--- config.mk ---
export PLATFORM = sky130hd
export DESIGN_NAME = issueDispatch
export DESIGN_NICKNAME = d
export VERILOG_FILES = /design/src/ldstPkg.sv /design/src/issueDispatch.sv
export VERILOG_INCLUDE_DIRS = /design/src /design/src/src
export SDC_FILE = /design/constraint.sdc
export NUM_CORES = 1
export LEC_CHECK = 0
export BUFFER_PORTS_ARGS = -buffer_cell sky130_fd_sc_hd__buf_2
export CORE_AREA = 5 5 111 113
export CTS_BUF_LIST = sky130_fd_sc_hd__clkbuf_8
export DETAILED_ROUTE_END_ITERATION = 10
export DIE_AREA = 0 0 116 118
export MAX_ROUTING_LAYER = met4
export SETUP_SLACK_MARGIN = 0.15
export SYNTH_ARGS = -nofsm -noshare
export SYNTH_HDL_FRONTEND = slang
export SYNTH_SLANG_ARGS = --single-unit
--- constraint.sdc ---
create_clock -name clock -period 2.7 [get_ports clock]
set_input_delay 0.405 -clock clock [delete_from_list [all_inputs] [get_ports clock]]
set_output_delay 0.405 -clock clock [all_outputs]
set_load 0.02 [all_outputs]
--- src/ldst_params.svh ---
////////////////////////////////////////////////////////////////////////////
// Load cluster parameters
// Lane count, queue and ring depths, field widths
////////////////////////////////////////////////////////////////////////////

`ifndef LDST_PARAMS_SVH
`define LDST_PARAMS_SVH

`define LDST_NUM_LANES		4		// Load lanes in the cluster
`define LDST_QUEUE_DEPTH	4		// Pending tokens per lane
`define LDST_RING_DEPTH		16		// Data words per lane, power of two

`define LDST_DATA_WIDTH		32
`define LDST_ADDR_WIDTH		16		// Address, stride and length
`define LDST_ISSUE_WIDTH	6
`define LDST_LANE_WIDTH		2

`endif

--- src/ldstPkg.sv ---
////////////////////////////////////////////////////////////////////////////
// Load cluster types
// Token, strided access, memory return and commit records
////////////////////////////////////////////////////////////////////////////

`include "ldst_params.svh"

package ldstPkg;

	typedef logic [`LDST_DATA_WIDTH-1:0]	dataT;
	typedef logic [`LDST_ADDR_WIDTH-1:0]	addressT;
	typedef logic [`LDST_ISSUE_WIDTH-1:0]	issueNoT;
	typedef logic [`LDST_LANE_WIDTH-1:0]	laneIdT;

	typedef struct packed {
		addressT	base;
		addressT	stride;
		addressT	length;		// Words, never zero
	} accessT;

	typedef struct packed {
		logic		valid;
		issueNoT	issueNo;
		laneIdT		laneId;
		accessT		access;
	} loadTokenT;

	typedef struct packed {
		logic		valid;
		logic		term;		// Last word of the access
		dataT		data;
	} memReturnT;

	typedef struct packed {
		logic		valid;
		issueNoT	issueNo;
	} commitT;

	typedef enum logic [1:0] {seqIdle, seqGrant, seqStream, seqDrain} seqStateT;

endpackage

--- src/issueDispatch.sv ---
////////////////////////////////////////////////////////////////////////////
// Issue dispatch
// Registers an issued load token and routes it to its lane
////////////////////////////////////////////////////////////////////////////

`timescale 1ns/1ps
`include "ldst_params.svh"

module issueDispatch
	import ldstPkg::*;
(
	input	logic							clock,
	input	logic							reset,
	input	loadTokenT						issueToken,
	output	logic							issueStall,
	input	logic [`LDST_NUM_LANES-1:0]		queueFull,
	output	loadTokenT [`LDST_NUM_LANES-1:0]	laneToken
);

	logic			heldValid;
	loadTokenT		heldToken;		// Routing register payload
	logic			targetBusy;
	logic			accept;

	// The held token is not yet in its queue, so a second token to the
	// same lane waits one cycle until the queue's full flag catches up
	assign targetBusy	= queueFull[issueToken.laneId] |
						  (heldValid & (heldToken.laneId == issueToken.laneId));
	assign issueStall	= issueToken.valid & targetBusy;
	assign accept		= issueToken.valid & ~targetBusy;

	always_ff @(posedge clock) begin
		if (reset) begin
			heldValid <= 1'b0;
		end else begin
			heldValid <= accept;
		end
	end

	always_ff @(posedge clock) begin
		if (accept) begin
			heldToken <= issueToken;
		end
	end

	always_comb begin
		for (int lane = 0; lane < `LDST_NUM_LANES; lane++) begin
			laneToken[lane]			= heldToken;
			laneToken[lane].valid	= heldValid & (heldToken.laneId == laneIdT'(lane));
		end
	end

endmodule

## Word level (Yosys, flattened, before mapping)

Index checks and enable logic that the tools add are counted.

| operators by class | value |
|---|---|
| $lt $le $gt $ge | 1 |
| equal/unequal tests | 4 |
| muxes and demuxes | 2 |
| bitwise logic cells | 9 |
| reduce and logical (&&, ||, !) cells | 1 |

Operator list:

| kind | number |
|---|---|
| bitwise AND 1 bit | 7 |
| == test 2 bit (second input constant) | 2 |
| less-than comparator 2 x 3 -> 1 bit (second input constant) | 1 |
| binary-select mux 1 bit (select 2 bit) | 1 |
| == test 2 x 1 -> 1 bit (second input constant) | 1 |
| == test 2 bit | 1 |
| logical NOT 2 bit | 1 |
| 2-to-1 mux 1 bit | 1 |
| NOT 1 bit | 1 |
| OR 1 bit | 1 |

| storage, ports and cells | value |
|---|---|
| flip-flop bits (word level) | 57 |
| input port bits | 63 |
| output and inout bits | 229 |
| word-level logic and storage cells | 23 |

## Logic depth before layout (Yosys ltp)

Gate-level depths: netlist (run 1).

| logic depth | value |
|---|---|
| word-level depth | 5 |
| depth in mapped cells | 3 |
| gate-level depth less buffers | 3 |

## Least setup slack after synthesis (run 1)

Ideal clock, no wire load.

| timing | value |
|---|---|
| path kind | in2reg |
| start | input issueToken[48] in the netlist's numbering |
| end | register heldToken, in the netlist laneToken[0], enable pin |
| library setup time | 0.389 ns |
| arrival time | 1.854 ns |
| required time | 2.311 ns |
| path slack | 0.457 ns |
| stages | 3 |
| buffers on the path | 0 |
| path through | mux4_2 > a31oi_2 > and2_2 |

| between the ends | value |
|---|---|
| longest elaborated chain between the ends | 5 |
| elaborated cells on any way between the ends | 7 |
| those cells by class | eq/ne (1); mux (2); bitwise (4) |

RTL lines:

| element | line | RTL |
|---|---|---|
| start: declaration | issueDispatch.sv:14 | `input loadTokenT issueToken,` |
| binary-select mux 1 bit (select 2 bit) or == test 2 bit (tied branches) | issueDispatch.sv:27, issueDispatch.sv:28 |  |
| 2-to-1 mux 1 bit (not written as such) or bitwise AND 1 bit (tied branches) | issueDispatch.sv:27, issueDispatch.sv:28 |  |
| OR 1 bit * | issueDispatch.sv:27 | `assign targetBusy = queueFull[issueToken.laneId] \|` |
| NOT 1 bit * | issueDispatch.sv:30 | `assign accept = issueToken.valid & ~targetBusy;` |
| bitwise AND 1 bit * | issueDispatch.sv:30 |  |
| via accept | issueDispatch.sv:23 | `logic accept;` |
| end signal: assignment | issueDispatch.sv:42 | `heldToken <= issueToken;` |
| end: declaration | issueDispatch.sv:21 | `loadTokenT heldToken;` |

Mark *: on every way through the listed nets, which the timed path passes. The rest lies on a longest branch. The select of a mux whose other input is x is not followed.
A chain may end at the register's enable or synchronous reset.

## Worst setup path after layout (run 1)

| timing | value |
|---|---|
| start | register heldToken, in the netlist laneToken[48] |
| end | output issueStall |

| between the ends | value |
|---|---|
| longest elaborated chain between the ends | 4 |

RTL lines:

| element | line | RTL |
|---|---|---|
| == test 2 bit | issueDispatch.sv:28 | `(heldValid & (heldToken.laneId == issueToken.laneId));` |
| bitwise AND 1 bit | issueDispatch.sv:28 |  |
| OR 1 bit | issueDispatch.sv:27 |  |
| bitwise AND 1 bit | issueDispatch.sv:29 | `assign issueStall = issueToken.valid & targetBusy;` |
| end: declaration | issueDispatch.sv:15 | `output logic issueStall,` |

No other way between the ends.

==> flow_summary.toml, run 1 <==
[cts]
clock-sinks = 57
clk_latency_ns = 0.33
cts_max_path_buffers = 2
htree_levels = 3
numCtsBuffers = 9
cts_tree = "done"
cts_resized = 0
clockRootBuffer = "clkbuf_8"
clkTransAtPathRegs_ns = 0.07
cts_hold_buf = 0
cts_setup_buffers = 0

[power]
p_leak_nw = 1.83
irDropWorstVdd_v = 0.000219
total_power_mw = 2.23
p_per_area_nw_per_um2 = 616

[worst_hold_path]
hold_path_class = "in2reg"

[sta]
maxSlewHeadroom = 0.800
worst_pin_slew_ns = 0.300
whs_ns = 0.243
fmax_mhz = 514
finalCritPeriodShare = 0.720
setup_tns_ns = 0
finalClockSkew_ns = 0.00995
finalSetupViolCount = 0
rsz0062_at_grt = "false"
maxSlewViolCount = 0
hold_violations = 0
finalCriticalPeriod_ns = 1.94

[run_status]
status = "finished clean"

[final_layout]
nNetsFinal = 435
area_delta_synth_final_pct = 17.9
seqCellArea_sq_um = 1700
diodes = 0
drive_gt1_frac = 0.817
fillCellCount = 1158
multi_input_area_sq_um = 105

[synthesis]
synth_most_common_cell = "buf_4"
synth-seq-cells = 57
synth_top_cell_by_area = "edfxtp_1"
synth_ff_type = "edfxtp_1"
synth-edff-count = 56
syn_area_sq_um = 3070
ys_top_cells_by_count = "buf_4, edfxtp_1, and3b_1, xnor2_1"
avgSynthCellArea_sq_um = 12.9
synth_nets = 300
yosysTopAreaCellShare = 0.548
synthCells = 237
async_flop_share = 0
synth_cell_types = 13
yosys-top-cells-area = "edfxtp_1, buf_4, mux4_2"
seq_area_frac_synth = 0.555
yosysWarningCount = 0

[global_route]
overflow = 0
grt.total_usage = 0.0942
antenna_found_initial = 0
grt_max_degree = 57
grt_pass1_wl_um = 9540
grt_pass1_vias = 1823

[routing]
vias_per_cell = 3.68
drc = 0
wl_met3_um = 1080
wire_per_inst_um = 13.4
met2WireLength_um = 3660
ant_nets = 0
drtIter0Drc = 38
dr.pass1.iters = 4
top_layer = "met4"
drt-met1-wl_um = 2160
drt_wl_total_um = 6980
vias = 1914

[placed_design]
port_buffers = 291
gp_congestion = 0.719
hpwl_um = 5700

[critical_path]
critPathKind = "reg2out"
startpoint = "laneToken[48]"
rr_startpoint = "laneToken[48]"
cp-end-kind = "primary output"
worstRegToRegCells = 4
critPathLaunchType = "flop"
rr_endpoint = "laneToken[37]"
worst_ep_arrival_time_ns = 1.54
rrSetupSlack_ns = 0.88
crit_end = "issueStall"
required_ns = 2.30
cp_max_fo = 9

[die]
io_pins = 292
die_w_um = 116
die_h_um = 118
die_area_sq_um = 13700
start_util = 0.273
row_count = 39
design.core.area_sq_um = 11200

[run]
maxCapViolCount = 0
## per-layer routing
metal / vias to the layer above / track usage
li1: 882 / -
met1: 866 / 0.0871
met2: 160 / 0.165
met3: 6 / 0.0391
met4: 0 / 0.0450
met5: - / -
## worst max-delay path: stages (launching register included)
cell and delay (ns):
edfxtp_1 0.52, xnor2_1 0.24, a31oi_2 0.15, nor2b_1 0.12, buf_2 0.18
## layout make-up
type / instances / share of cell area
Clock buffer: 9 / 0.0342
Clock inverter: 7 / 0.00865
Multi-Input combinational cell: 12 / 0.0291
Sequential cell: 57 / 0.470
Tap cell: 143 / 0.0495
Timing Repair Buffer: 292 / 0.408
## power by group
group,switching [mW],internal [mW],leakage [nW]
sequential,0.0419,1.04,0.533
combinational,0.347,0.164,1.20
clock,0.322,0.316,0.0963
## cells in the final DEF (no fill, tap or decap), types with 2 or more instances in the layout
cell type	n
xnor2_1	2
clkinv_2	4
and3b_1	2
inv_1	3
clkbuf_8	9
edfxtp_1	56
buf_2	291
## kinds of logic after synthesis
family | Yosys count | synth area share
AND/OR/NAND/NOR | 8 | 0.0171
buffers and inverters | 168 | 0.411
AO/OA/AOI/OAI | 1 | 0.00408
XOR/XNOR | 2 | 0.00571
flip-flops | 57 | 0.555
multiplexers | 1 | 0.00734
## through the flow
step / area (sq um) / setup WS (ns) / util / instances
floorplan: 3070 / 0.457 / - / 237
global placement: 3460 / 0.578 / 0.308 / 504
detailed placement: 3460 / 0.540 / 0.308 / 504
CTS: 3620 / 0.691 / 0.322 / 520
global route: 3620 / 0.642 / 0.322 / 520
finish: 3620 / 0.756 / 0.322 / 520
## how the worst min path moves through the flow
stage,start,endpoint,slack (ns),cells past startpoint
6_report,issueToken[11],laneToken[11],0.24,1
5_1_grt,issueToken[8],laneToken[8],0.21,1
4_1_cts,issueToken[11],laneToken[11],0.22,1
3_5_place_dp,issueToken[19],laneToken[19],0.58,1
3_3_place_gp,issueToken[29],laneToken[29],0.58,1
2_1_floorplan,issueToken[0],laneToken[0],0.50,0
## flip-flops by register name, indices dropped and copies added, names as in the netlist
register / cells
heldValid: 1
laneToken: 56
No activity file was read; power rests on OpenSTA's default activity.
==> run 2, diff against run 1 <==
--- a/config.mk
+++ b/config.mk
@@ -7,11 +7,12 @@
 export NUM_CORES = 1
 export LEC_CHECK = 0
 export BUFFER_PORTS_ARGS = -buffer_cell sky130_fd_sc_hd__buf_2
-export CORE_AREA = 5 5 111 113
+export CORE_AREA = 5 5 110 112
 export CTS_BUF_LIST = sky130_fd_sc_hd__clkbuf_8
 export DETAILED_ROUTE_END_ITERATION = 10
-export DIE_AREA = 0 0 116 118
+export DIE_AREA = 0 0 115 117
 export MAX_ROUTING_LAYER = met4
+export PLACE_DENSITY = 0.67
 export SETUP_SLACK_MARGIN = 0.15
 export SYNTH_ARGS = -nofsm -noshare
 export SYNTH_HDL_FRONTEND = slang
==> constraint.sdc (replaced) <==
create_clock -name clock -period 1.7 [get_ports clock]
set_input_delay 0.255 -clock clock [delete_from_list [all_inputs] [get_ports clock]]
set_output_delay 0.255 -clock clock [all_outputs]
set_load 0.02 [all_outputs]
==> run 2 against run 1 <==
  * The flow now finishes with violations (setup timing)
  * First-iteration DRC count grew 55%
  * Sequential power grew 58%
  * Non-clock buffer count up 11
  * Worst setup slack worse by 0.79 ns
  * Clock skew fell by 0.0046 ns
  * Critical endpoint unchanged
  * Largest power group unchanged
==> flow_summary.toml, run 2 (synthesis results as in run 1) <==
[run_status]
status = "finished, violations left"
violations = "setup timing"

[cts]
clk_latency_ns = 0.33
numCtsBuffers = 9
clock-sinks = 57
clkTransAtPathRegs_ns = 0.07
clockRootBuffer = "clkbuf_8"
cts_max_path_buffers = 2
cts_hold_buf = 0
htree_levels = 3
cts_tree = "done"

[sta]
finalCriticalPeriod_ns = 1.73
finalCritPeriodShare = 1.02
maxSlewHeadroom = 0.877
finalWorstSetupSlack_ns = -0.0308
finalClockSkew_ns = 0.00537
hold_violations = 0
whs_ns = 0.0970
worst_pin_slew_ns = 0.185
finalSetupViolCount = 1
maxSlewViolCount = 0
fmax_mhz = 578
rsz0062_at_grt = "true"

[final_layout]
layout_commonest_cell = "buf_2"
multi_input_area_sq_um = 146
nNetsFinal = 446
largest_reg_flops = 56
drive_gt1_frac = 0.843
final_cell_mix = "buf_2, edfxtp_1, buf_6"
fin_util = 0.350
fin_cells = 531
area_delta_synth_final_pct = 26.8
diodes = 0
fillCellCount = 1089
seqCellArea_sq_um = 1700

[routing]
drt_wl_total_um = 7660
ant_nets = 0
drtIter0Drc = 59
dr.pass1.iters = 4
vias = 1928
wire_per_inst_um = 14.4
drc = 0
vias_per_cell = 3.63

[critical_path]
crit_family = "flip-flops"
cpMaxStageDelayCell = "edfxtp_1"
required_ns = 1.44
slowest_delay_ns = 0.45
critPathKind = "reg2out"
path_cells = "xnor2_2, a31oi_2, buf_4, nor2b_4, buf_6"
worst_ep_arrival_time_ns = 1.48
path_buf_inv = 2
cp_max_fo = 2
critPathLaunchType = "flop"
cp-end-kind = "primary output"

[global_route]
overflow = 0
grt_max_degree = 30
grt_pass1_wl_um = 9530
grt_pass1_vias = 1835
grt.total_usage = 0.0985
antenna_found_initial = 0

[worst_hold_path]
hold_path_class = "in2reg"

[die]
io_pins = 292
die_w_um = 115
start_util = 0.276
design.core.area_sq_um = 11100
die_h_um = 117
row_count = 39
die_area_sq_um = 13500

[placed_design]
hpwl_um = 6000
port_buffers = 291
dp.cells = 509
gp_congestion = 0.758

[power]
p_per_area_nw_per_um2 = 976
irDropWorstVdd_v = 0.000370
p_leak_nw = 1.94

[run]
maxCapViolCount = 0
run 2: stage by stage:
step | setup TNS, ns | cell area, sq um | worst slack (ns) | power [mW]
finish | -0.0308 | 3890 | -0.0308 | 3.80
CTS | -0.0372 | 3800 | -0.0372 | 3.84
floorplan | -7.28 | 3070 | -0.130 | 2.48
global route | -0.129 | 3890 | -0.129 | 3.98
detailed placement | -3.78 | 3510 | -0.0763 | 2.59
global placement | -2.47 | 3510 | -0.0542 | 2.59
run 2: metal layers:
layer,up-vias,track usage,wire length [um]
met5,-,-,0
met4,0,0.0423,91
met3,5,0.0334,864
met2,143,0.166,3990
met1,875,0.106,2710
li1,905,-,-
run 2: final cells by class:
class,count,share of cell area
tap,143,0.0460
clock buffer,9,0.0319
timing repair buffer,303,0.431
sequential,57,0.438
clock inverter,7,0.0158
multi-input combinational,12,0.0376
run 2: worst paths after layout:
| path | start | endpoint | slack [ns] | depth (start not counted) |
|---|---|---|---|---|
| worst max-delay path | laneToken[48] | issueStall | -0.03 | 5 |
| worst min-delay path | issueToken[18] | laneToken[18] | 0.1 | 1 |
| worst max register to register | laneToken[49] | laneToken[5] | 0.12 | 4 |
| worst min register to register | heldValid | heldValid | 0.85 | 3 |
run 2: repair_timing:
item | in CTS | in global routing
endpoints found under the setup margin | 3 | 63
cloned | 0 | 4
pin swaps | 3 | 4
resized for setup | 23 | 4
buffers inserted | 2 | 0
run 2: where the power goes:
part	internal, mW	total [mW]	switching (mW)
combinational	0.321	0.902	0.581
clock	0.660	1.18	0.521
sequential	1.65	1.71	0.0659
total	2.63	3.80	1.17
