==> config.mk <==
export PLATFORM = sky130hd
export DESIGN_NAME = ldstUnit
export DESIGN_NICKNAME = d
export VERILOG_FILES = /design/src/ldstPkg.sv /design/src/dataRing.sv /design/src/ldstUnit.sv /design/src/tokenQueue.sv
export VERILOG_INCLUDE_DIRS = /design/src /design/src/src
export SDC_FILE = /design/constraint.sdc
export NUM_CORES = 1
export LEC_CHECK = 0
export BUFFER_PORTS_ARGS = -buffer_cell sky130_fd_sc_hd__buf_2
export CAP_MARGIN = 20
export CORE_MARGIN = 5
export CORE_UTILIZATION = 40
export CTS_CLUSTER_DIAMETER = 80
export DETAILED_ROUTE_END_ITERATION = 12
export GPL_ROUTABILITY_DRIVEN = 0
export PLACE_DENSITY_LB_ADDON = 0.25
export SETUP_SLACK_MARGIN = 0.2
export SLEW_MARGIN = 40
export SYNTH_ARGS = -nofsm -noshare
export SYNTH_HDL_FRONTEND = slang
export SYNTH_SLANG_ARGS = --single-unit
==> constraint.sdc <==
create_clock -name clock -period 7.7 [get_ports clock]
set_input_delay 1.155 -clock clock [delete_from_list [all_inputs] [get_ports clock]]
set_output_delay 1.155 -clock clock [all_outputs]
set_load 0.05 [all_outputs]
==> src/ldst_params.svh <==
////////////////////////////////////////////////////////////////////////////
// Load cluster parameters
// Lane count, queue and ring depths, field widths
////////////////////////////////////////////////////////////////////////////

`ifndef LDST_PARAMS_SVH
`define LDST_PARAMS_SVH

`define LDST_NUM_LANES		4		// Load lanes in the cluster
`define LDST_QUEUE_DEPTH	4		// Pending tokens per lane
`define LDST_RING_DEPTH		16		// Data words per lane, power of two

`define LDST_DATA_WIDTH		32
`define LDST_ADDR_WIDTH		16		// Address, stride and length
`define LDST_ISSUE_WIDTH	6
`define LDST_LANE_WIDTH		2

`endif

==> src/ldstPkg.sv <==
////////////////////////////////////////////////////////////////////////////
// Load cluster types
// Token, strided access, memory return and commit records
////////////////////////////////////////////////////////////////////////////

`include "ldst_params.svh"

package ldstPkg;

	typedef logic [`LDST_DATA_WIDTH-1:0]	dataT;
	typedef logic [`LDST_ADDR_WIDTH-1:0]	addressT;
	typedef logic [`LDST_ISSUE_WIDTH-1:0]	issueNoT;
	typedef logic [`LDST_LANE_WIDTH-1:0]	laneIdT;

	typedef struct packed {
		addressT	base;
		addressT	stride;
		addressT	length;		// Words, never zero
	} accessT;

	typedef struct packed {
		logic		valid;
		issueNoT	issueNo;
		laneIdT		laneId;
		accessT		access;
	} loadTokenT;

	typedef struct packed {
		logic		valid;
		logic		term;		// Last word of the access
		dataT		data;
	} memReturnT;

	typedef struct packed {
		logic		valid;
		issueNoT	issueNo;
	} commitT;

	typedef enum logic [1:0] {seqIdle, seqGrant, seqStream, seqDrain} seqStateT;

endpackage

==> src/dataRing.sv <==
////////////////////////////////////////////////////////////////////////////
// Data ring
// Power-of-two ring buffer of returned words with occupancy count
////////////////////////////////////////////////////////////////////////////

`timescale 1ns/1ps
`include "ldst_params.svh"

module dataRing
	import ldstPkg::*;
#(
	parameter int Depth			= `LDST_RING_DEPTH,
	parameter int IndexWidth	= $clog2(Depth)
)(
	input	logic					clock,
	input	logic					reset,
	input	logic					write,
	input	dataT					writeData,
	input	logic					read,
	output	dataT					readData,
	output	logic					full,
	output	logic					empty,
	output	logic [IndexWidth:0]	count
);

	dataT						words [Depth];
	logic [IndexWidth-1:0]		writePtr;
	logic [IndexWidth-1:0]		readPtr;
	logic						doWrite;
	logic						doRead;

	assign doWrite	= write & ~full;
	assign doRead	= read & ~empty;
	assign full		= (count == (IndexWidth+1)'(Depth));
	assign empty	= (count == '0);
	assign readData	= words[readPtr];		// Head word, no read latency

	always_ff @(posedge clock) begin
		if (doWrite) begin
			words[writePtr] <= writeData;
		end
	end

	always_ff @(posedge clock) begin
		if (reset) begin
			writePtr	<= '0;
			readPtr		<= '0;
			count		<= '0;
		end else begin
			if (doWrite) writePtr <= writePtr + 1'b1;
			if (doRead) readPtr <= readPtr + 1'b1;
			count <= count + (IndexWidth+1)'(doWrite) - (IndexWidth+1)'(doRead);
		end
	end

endmodule

==> src/ldstUnit.sv <==
////////////////////////////////////////////////////////////////////////////
// Load lane
// Token queue plus data ring; streams words out and requests commits
////////////////////////////////////////////////////////////////////////////

`timescale 1ns/1ps
`include "ldst_params.svh"

module ldstUnit
	import ldstPkg::*;
(
	input	logic		clock,
	input	logic		reset,
	input	loadTokenT	token,
	input	logic		grant,
	input	memReturnT	memReturn,
	input	logic		dataStall,
	output	logic		request,
	output	accessT		access,
	output	logic		room,
	output	logic		queueFull,
	output	dataT		loadData,
	output	logic		loadValid,
	output	logic		commitReq,
	output	issueNoT	commitNo
);

	localparam int RingIdxWidth = $clog2(`LDST_RING_DEPTH);
	localparam logic [RingIdxWidth:0] RoomLimit = `LDST_RING_DEPTH - 2;

	logic						running;
	logic						term;
	issueNoT					headNo;
	logic						ringRead;
	logic						ringFull;
	logic						ringEmpty;
	logic [RingIdxWidth:0]		ringCount;

	assign term			= memReturn.valid & memReturn.term & running;
	assign ringRead		= ~ringEmpty & ~dataStall;
	assign loadValid	= ~ringEmpty;
	assign room			= ~ringFull & (ringCount <= RoomLimit);		// Two free slots

	tokenQueue tokenQueue_inst (
		.clock		(clock),
		.reset		(reset),
		.pushToken	(token),
		.grant		(grant),
		.term		(term),
		.request	(request),
		.access		(access),
		.commitNo	(headNo),
		.full		(queueFull),
		.running	(running)
	);

	dataRing dataRing_inst (
		.clock		(clock),
		.reset		(reset),
		.write		(memReturn.valid),
		.writeData	(memReturn.data),
		.read		(ringRead),
		.readData	(loadData),
		.full		(ringFull),
		.empty		(ringEmpty),
		.count		(ringCount)
	);

	// Commit one cycle after the last word, head number taken before pop
	always_ff @(posedge clock) begin
		if (reset) begin
			commitReq <= 1'b0;
		end else begin
			commitReq <= term;
		end
	end

	always_ff @(posedge clock) begin
		if (term) begin
			commitNo <= headNo;
		end
	end

endmodule

==> src/tokenQueue.sv <==
////////////////////////////////////////////////////////////////////////////
// Token queue
// Per-lane FIFO of pending loads; head token drives the access request
////////////////////////////////////////////////////////////////////////////

`timescale 1ns/1ps
`include "ldst_params.svh"

module tokenQueue
	import ldstPkg::*;
#(
	parameter int Depth			= `LDST_QUEUE_DEPTH,
	parameter int IndexWidth	= $clog2(Depth)
)(
	input	logic		clock,
	input	logic		reset,
	input	loadTokenT	pushToken,
	input	logic		grant,
	input	logic		term,
	output	logic		request,
	output	accessT		access,
	output	issueNoT	commitNo,
	output	logic		full,
	output	logic		running
);

	loadTokenT					entries [Depth];
	logic [IndexWidth-1:0]		writePtr;
	logic [IndexWidth-1:0]		readPtr;
	logic [IndexWidth:0]		count;
	logic						empty;
	logic						push;
	logic						pop;

	assign push		= pushToken.valid & ~full;
	assign pop		= term & ~empty;
	assign empty	= (count == '0);
	assign full		= (count == (IndexWidth+1)'(Depth));

	assign request	= ~empty & ~running;		// Head not started yet
	assign access	= entries[readPtr].access;
	assign commitNo	= entries[readPtr].issueNo;

	always_ff @(posedge clock) begin
		if (push) begin
			entries[writePtr] <= pushToken;
		end
	end

	always_ff @(posedge clock) begin
		if (reset) begin
			writePtr	<= '0;
			readPtr		<= '0;
			count		<= '0;
			running		<= 1'b0;
		end else begin
			if (push) writePtr <= writePtr + 1'b1;
			if (pop) readPtr <= readPtr + 1'b1;
			count <= count + (IndexWidth+1)'(push) - (IndexWidth+1)'(pop);
			if (term) begin
				running <= 1'b0;		// Access done, head retires
			end else if (grant & ~empty) begin
				running <= 1'b1;
			end
		end
	end

endmodule
### After elaboration in Yosys (flattened, before gate mapping)

Memories as Yosys holds them, arrays and structs flattened. A register that Yosys moved wholly into a read port is not among the register bits.
Cells that the tools add are included.

* register bits after elaboration: 28
* bits in writable memories: 740
* logic and storage cells: 49
* memories kept: 2

* $add $sub $neg: 8
* order comparisons: 1
* equality and inequality tests: 2
* mux-type cells: 8
* bitwise logic cells: 16
* reduce and logical (&&, ||, !) cells: 3

Memory list
* dataRing_inst.words: depth 16, bits a word 32, rd ports 1, clocked after memory_dff 1, wr ports 1, RTL line dataRing.sv:26 `dataT words [Depth];`
* tokenQueue_inst.entries: depth 4, bits a word 57, rd ports 1, clocked after memory_dff 1, wr ports 1, RTL line tokenQueue.sv:27 `loadTokenT entries [Depth];`

Operators by type and width (count)
* bitwise AND 1 bit: 10
* adder 4 x 1 -> 4 bit (second input constant): 2
* 2-to-1 mux 4 bit: 2
* NOT 1 bit: 6
* adder 5 x 1 -> 5 bit: 1
* == test 5 bit (second input constant): 1
* less-or-equal comparator 5 x 4 -> 1 bit (second input constant): 1
* zero test 5 bit: 1
* subtractor 5 x 1 -> 5 bit: 1
* adder 2 x 1 -> 2 bit (second input constant): 2
* 2-to-1 mux 1 bit: 4
* 2-to-1 mux 2 bit: 2
* adder 3 x 1 -> 3 bit: 1
* == test 3 bit (second input constant): 1
* zero test 3 bit: 1
* subtractor 3 x 1 -> 3 bit: 1
* OR reduction 2 bit: 1

### Longest topological paths before layout

Gate-level depths: netlist of the first run.

* depth after elaboration: 6
* gate-level depth with buffers: 12
* mapped depth without buffers: 12

### By module

Synthesis of the first run repeated with hierarchy kept, for this count alone.

* cell total of the unflattened synthesis: 1242
* area, all modules: 28641.2 sq um

Modules (own cells, without submodules)
* dataRing: times used 1, cells each 891, area each 20009.2 sq um
* tokenQueue: times used 1, cells each 338, area each 8380.5 sq um
* ldstUnit: times used 1, cells each 13, area each 251.5 sq um

### Worst setup path after synthesis of the first run

Ideal clock, no wire load.

* kind: input to register
* from: in memReturn[33] in the netlist's numbering
* to: mem dataRing_inst.words[0][0] in the netlist's numbering, enable pin
* arrival: 3.828 ns
* required time: 7.239 ns
* path slack: 3.411 ns
* stages: 4
* path buffers: 1
* cells stage by stage: and2_1 > clkbuf_1 > nand2_1 > nor3_1

* longest elaborated chain between the ends: 3

RTL lines
* start, declared: RTL line ldstUnit.sv:16 `input memReturnT memReturn,`
* bitwise AND 1 bit: RTL line dataRing.sv:32 `assign doWrite = write & ~full;`
* via dataRing_inst.doWrite: RTL line dataRing.sv:29 `logic doWrite;`
* 2-to-1 mux 1 bit: RTL line dataRing.sv:39 `if (doWrite) begin`
* 2-to-1 mux 1 bit (not written as such): RTL line dataRing.sv:40 `words[writePtr] <= writeData;`
* end, declared: RTL line dataRing.sv:26

The timed path passes the listed nets, and every way through them passes these cells.

==> impl_metrics.ini, run 1 <==
[cts]
cts_hold_repair.buffers = 0
ctsResizeCount = 0
buffer_depth_of_the_longest_clock_path = 3
clockRootBuffer = sky130_fd_sc_hd__clkbuf_16
clk_transition_reported_paths_ns = 0.05
cts_buffers = 81
cts_post_setup_buffers_inserted = 0
worst_skew_pair.late_latency_ns = 0.61
htreeDepth = 3
clock_tree_from_tritoncts = yes
cts.sink_count = 762

[sta]
finalSetupTns_ns = 0
max_slew.worst_pin.slew_ns = 0.792
report.final.hold_viol_count = 0
layout_worst_path_cycle_share = 0.573
report.final.slew_viol_count = 0
period_needed_ns = 4.42
maxSlewHeadroom = 0.472
grt_setup_unrepaired = no
setup_viol_count_final = 0
worst_clock_skew_ns = 0.0195
max_clock_freq_ghz = 0.226

[finish]
final.fill_count = 5871
number_of_nets_at_the_end_of_the_flow = 1595
drive_gt1_frac = 0.347
layout.area.seq_um2 = 22600
final-instance-count-excl-fill = 2480
flow.area_growth_from_synthesis_pct = 16.7
combined_area_of_the_multi_input_logic_cells_um2 = 5690

[hold_path]
worstHoldPathCells = 2
hold_start = dataRing_inst.readPtr[3]$_SDFFE_PP0P_
worstHoldPathType = reg -> reg

[floorplanning]
floorplan.io_pins = 186
std_cell_rows = 97
floorplan.initialDensity = 0.405
die_height_um = 277
floorplan_die_area_um2 = 76700
core_area_um2 = 70400
die_width_um = 277

[route]
ant_nets = 0
drt_pass1_iterations = 5
drt_iter0_drc = 731
remaining_drc_errors = 0
drt-wirelength-per-cell_um = 24.0
via_per_inst = 5.25
total_routed_wirelength_mm = 59.5
detailroute.via_count = 13000

[run_status]
outcome = finished clean

[pwr]
pwr-share-clk = 0.346
leakage_uw = 0.0106
switching_share = 0.273
vdd_ir_drop_max_v = 0.000223
seqPwrFrac = 0.462
intPower_uw = 7760
power_frac_comb = 0.192
power.density_nw_per_um2 = 321
p_switching_uw = 2910

[yosys]
syn_nets = 1358
synth_ff_type = sky130_fd_sc_hd__edfxtp_1
yosys_register_bits = 762
synth.cell_area_um2 = 28500
synth-seq-area-share = 0.793
syn_area_per_cell_um2 = 23.0
netlist_top_cells_count = sky130_fd_sc_hd__edfxtp_1 (734), sky130_fd_sc_hd__mux4_2 (182), sky130_fd_sc_hd__a22oi_1 (64)
library_cell_with_the_largest_summed_area_after_synthesis = sky130_fd_sc_hd__edfxtp_1
yosys.cell_count.top_type = sky130_fd_sc_hd__edfxtp_1
yosysTopAreaCellShare = 0.774
synth-edff-count = 734
ys_types = 31
synth.top_cells.by_area = sky130_fd_sc_hd__edfxtp_1 (77%), sky130_fd_sc_hd__mux4_2 (14%), sky130_fd_sc_hd__dfxtp_1 (2.0%)
ys_warns = 0
syn_inst = 1241
async_s_r_ff_share_synth = 0

[setup_path]
worstSetupEndpointType = primary output
number_of_cells_on_the_worst_reg_to_reg_path = 12
regToRegSetupSlack_ns = 4.96
category_of_the_critical_setup_timing_path = reg -> out
critPathMaxFanout = 51
timing.rr.end = dataRing_inst.count[4]$_SDFF_PP0_
critPathArrivalTime_ns = 3.26
reg2reg_from = dataRing_inst.count[2]$_SDFF_PP0_
critical_path.startpoint_type = flop
required_ns = 6.55

[grt]
grt_use_total = 0.155
vias_in_the_first_global_route = 14200
grt_pass1_wl_mm = 89.6
grt.overflow.total = 0
grt_antenna_before_repair = 15
grt_max_degree = 55

[place]
place.detailed.instances = 2335
detailed_place_hpwl_mm = 31.7
port_buffers = 183

[job]
maxCapViolations = 0
==> how the worst max path moves through the flow <==
stage | from | end | cells after the start
floorplan | memReturn[33] | dataRing_inst.words[0][0]$_DFFE_PP_ | 4
global placement | flop | loadData[6] | 5
detailed placement | flop | loadData[28] | 5
CTS | flop | loadData[28] | 5
global route | flop | loadData[17] | 5
finish | flop | loadData[28] | 5
==> metal layers <==
layer  share of wire  global-route usage
met3           0.079              0.0524
met2            0.50               0.265
met4           0.027              0.0457
met1            0.39               0.188
met5          0.0021                   0
==> layout make-up <==
type / count / area share
Clock inverter: 44 / 0.0123
Inverter: 17 / 0.00192
Clock buffer: 99 / 0.0636
Antenna cell: 2 / 0.000150
Tap cell: 940 / 0.0354
Timing Repair Buffer: 216 / 0.0358
Multi-Input combinational cell: 400 / 0.171
Sequential cell: 762 / 0.680
==> critical path, cell delays in order (launching register included) <==
cell and delay [ns]:
sky130_fd_sc_hd__dfxtp_4 0.83, sky130_fd_sc_hd__buf_4 0.75, sky130_fd_sc_hd__mux4_2 0.41, sky130_fd_sc_hd__a22oi_1 0.21
sky130_fd_sc_hd__nand2_1 0.15, sky130_fd_sc_hd__buf_2 0.24
==> power by group through the flow <==
stage / Clock [uW] / Combinational [uW] / Sequential [uW]
3_5_place_dp: 0 / 2090 / 5020
6_report: 3690 / 2050 / 4920
5_1_grt: 3990 / 2220 / 4950
2_1_floorplan: 0 / 1620 / 4940
3_3_place_gp: 0 / 2070 / 5000
4_1_cts: 3820 / 2100 / 4930
==> cells in the final DEF, fill, tap and decap left out, drive strengths merged, types with 2 or more instances in the layout <==
master / instances
nor2: 36
nor3b: 2
bufinv: 7
edfxtp: 734
fa: 2
nand2b: 2
clkinvlp: 2
nor2b: 7
nor3: 7
clkinv: 34
nand3: 6
xnor2: 11
diode: 2
mux2i: 2
and2: 6
nand2: 37
clkbuf: 99
xor2: 3
a22oi: 64
buf: 216
mux4: 182
dfxtp: 28
a21oi: 5
inv: 18
ha: 20
==> logic make-up (layout without fill, tap and decap cells) <==
family / Yosys count / count (layout) / synth area share
DFF: 762 / 762 / 0.793
muxes: 184 / 184 / 0.145
and+or+nand+nor: 107 / 107 / 0.0169
buffers and inverters: 79 / 376 / 0.0122
AOI/OAI and AO/OA: 73 / 73 / 0.0187
adders and majority gates: 22 / 22 / 0.0102
xor gates and xnor gates: 14 / 14 / 0.00430
other: 0 / 2 / 0
==> sequential cells by signal, indices dropped and copies added (netlist names), named ones only <==
| signal | cells |
|---|---|
| tokenQueue_inst.entries | 216 |
| commitReq | 1 |
| dataRing_inst.words | 512 |
| tokenQueue_inst.readPtr | 2 |
| commitNo | 6 |
| dataRing_inst.readPtr | 4 |
| dataRing_inst.writePtr | 4 |
| tokenQueue_inst.count | 3 |
| dataRing_inst.count | 5 |
| tokenQueue_inst.writePtr | 2 |
| tokenQueue_inst.running | 1 |
==> per-stage QoR <==
| stage | hold WS (ns) | util | cell area, um2 | setup slack [ns] | total power, uW |
|---|---|---|---|---|---|
| floorplan | 0.480 | - | 28500 | 3.41 | 6570 |
| global placement | 0.501 | 0.436 | 30700 | 3.77 | 7080 |
| detailed placement | 0.509 | 0.437 | 30700 | 3.81 | 7110 |
| CTS | 0.523 | 0.472 | 33300 | 3.15 | 10800 |
| global route | 0.553 | 0.472 | 33300 | 3.06 | 11200 |
| finish | 0.513 | 0.473 | 33300 | 3.28 | 10700 |
No activity file was read; power rests on OpenSTA's default activity.
==> run 2: changes to the inputs <==
- clock period: 7.7 -> 4.6 ns (I/O delays scaled with it)
==> impl_metrics.ini, run 2 (synthesized netlist as in run 1, its figures left out) <==
[pwr]
intPower_uw = 13100
leakage_uw = 0.0107
pwr-share-clk = 0.350
switching_share = 0.273
power.density_nw_per_um2 = 538
seqPwrFrac = 0.457
vdd_ir_drop_max_v = 0.000362
p_switching_uw = 4930
power_frac_comb = 0.193

[cts]
worst_skew_pair.late_latency_ns = 0.61
buffer_depth_of_the_longest_clock_path = 3
cts_hold_repair.buffers = 0
cts_post_setup_buffers_inserted = 0
clk_transition_reported_paths_ns = 0.06
cts_buffers = 81
clockRootBuffer = sky130_fd_sc_hd__clkbuf_16
cts.sink_count = 762
clock_tree_from_tritoncts = yes
htreeDepth = 3
ctsResizeCount = 0

[finish]
number_of_nets_at_the_end_of_the_flow = 1602
mostFrequentLayoutCell = sky130_fd_sc_hd__edfxtp_1
commonest_cells_after_routing_fill_and_taps_aside = sky130_fd_sc_hd__edfxtp_1 (734), sky130_fd_sc_hd__buf_2 (183), sky130_fd_sc_hd__mux4_2 (182)
drive_gt1_frac = 0.355
flow.area_growth_from_synthesis_pct = 17.5
largest_register = dataRing_inst.words
largest_register_ffs = 512
largestRegisters = dataRing_inst.words (512), tokenQueue_inst.entries (216), commitNo (6)

[run_status]
outcome = finished clean

[grt]
grt_pass1_wl_mm = 89.8
grt_use_total = 0.155
grt_max_degree = 55
grt_antenna_before_repair = 16
grt.overflow.total = 0
vias_in_the_first_global_route = 14000

[route]
drt_iter0_drc = 934
via_per_inst = 5.23
drt_pass1_iterations = 5
total_routed_wirelength_mm = 59.6
detailroute.via_count = 13000
remaining_drc_errors = 0
ant_nets = 0
drt-wirelength-per-cell_um = 23.9

[floorplanning]
floorplan.initialDensity = 0.405
die_width_um = 277
std_cell_rows = 97
core_area_um2 = 70400
die_height_um = 277
floorplan_die_area_um2 = 76700
floorplan.io_pins = 186

[sta]
maxSlewHeadroom = 0.464
period_needed_ns = 3.67
report.final.hold_viol_count = 0
max_clock_freq_ghz = 0.273
layout_worst_path_cycle_share = 0.798
setup_viol_count_final = 0
max_slew.worst_pin.slew_ns = 0.802
report.final.slew_viol_count = 0
grt_setup_unrepaired = no
fin_hold_ws_ns = 0.293
worst_clock_skew_ns = 0.0319
finalSetupTns_ns = 0

[setup_path]
category_of_the_critical_setup_timing_path = reg -> out
regToRegSetupSlack_ns = 1.70
critical_path.startpoint_type = flop
critPathMaxFanout = 38
timing.rr.end = dataRing_inst.words[6][29]$_DFFE_PP_
required_ns = 3.91
critPathArrivalTime_ns = 2.98
reg2reg_from = dataRing_inst.count[2]$_SDFF_PP0_
worstSetupEndpointType = primary output
number_of_cells_on_the_worst_reg_to_reg_path = 7

[hold_path]
worstHoldPathCells = 1
worstHoldPathType = in -> reg
worst_hold_path.endpoint = tokenQueue_inst.entries[1][18]$_DFFE_PP_
hold_start = token[18]

[place]
port_buffers = 183
detailed_place_hpwl_mm = 34.7

[job]
maxCapViolations = 0
run 2: worst max-delay path by stage:
stage / endpoint / slack, ns / depth (start not counted)
finish: loadData[20] / 0.93 / 5
global route: loadData[13] / 0.66 / 5
CTS: loadData[27] / 0.79 / 5
detailed placement: loadData[27] / 1.46 / 5
global placement: loadData[27] / 1.42 / 5
floorplan: dataRing_inst.words[0][0]$_DFFE_PP_ / 0.71 / 7
run 2: worst max-delay path, stage by stage (launching register included):
cell	delay, ns
sky130_fd_sc_hd__dfxtp_4	0.78
sky130_fd_sc_hd__buf_12	0.37
sky130_fd_sc_hd__mux4_2	0.55
sky130_fd_sc_hd__a22oi_1	0.24
sky130_fd_sc_hd__nand2_1	0.16
sky130_fd_sc_hd__buf_2	0.24
run 2: layer usage:
layer / GRT usage / part of all wire / vias up
met3: 0.0507 / 0.075 / 111
met4: 0.0401 / 0.021 / 18
met2: 0.260 / 0.50 / 308
met1: 0.196 / 0.40 / 6899
li1: - / - / 5701
met5: 0 / 0.0019 / -
run 2: through the flow:
| stage | util | cell area [um2] | total power (uW) | std cells | setup slack (ns) |
|---|---|---|---|---|---|
| after detailed placement | 0.439 | 30900 | 11900 | 2342 | 1.46 |
| final | 0.476 | 33500 | 18000 | 2492 | 0.931 |
| after CTS | 0.475 | 33500 | 18300 | 2487 | 0.790 |
| after floorplan | - | 28500 | 11000 | 1241 | 0.708 |
| after global placement | 0.438 | 30800 | 11900 | 2340 | 1.42 |
| after global routing | 0.475 | 33500 | 18800 | 2487 | 0.655 |
run 2: power groups by stage:
stage,Clock [uW],Sequential [uW],Combinational (uW)
after floorplan,0,8280,2720
final,6310,8240,3470
after global placement,0,8380,3520
after CTS,6480,8260,3560
after global routing,6780,8290,3740
after detailed placement,0,8400,3550
run 2: final cells by class:
| type | instances | area, um2 |
|---|---|---|
| Clock inverter | 46 | 460 |
| Tap cell | 940 | 1180 |
| Clock buffer | 99 | 2120 |
| Timing Repair Buffer | 223 | 1340 |
| Multi-Input combinational cell | 400 | 5700 |
| Inverter | 17 | 63.8 |
| Fill cell | 5861 | 36900 |
| Sequential cell | 762 | 22600 |
| Antenna cell | 5 | 12.5 |
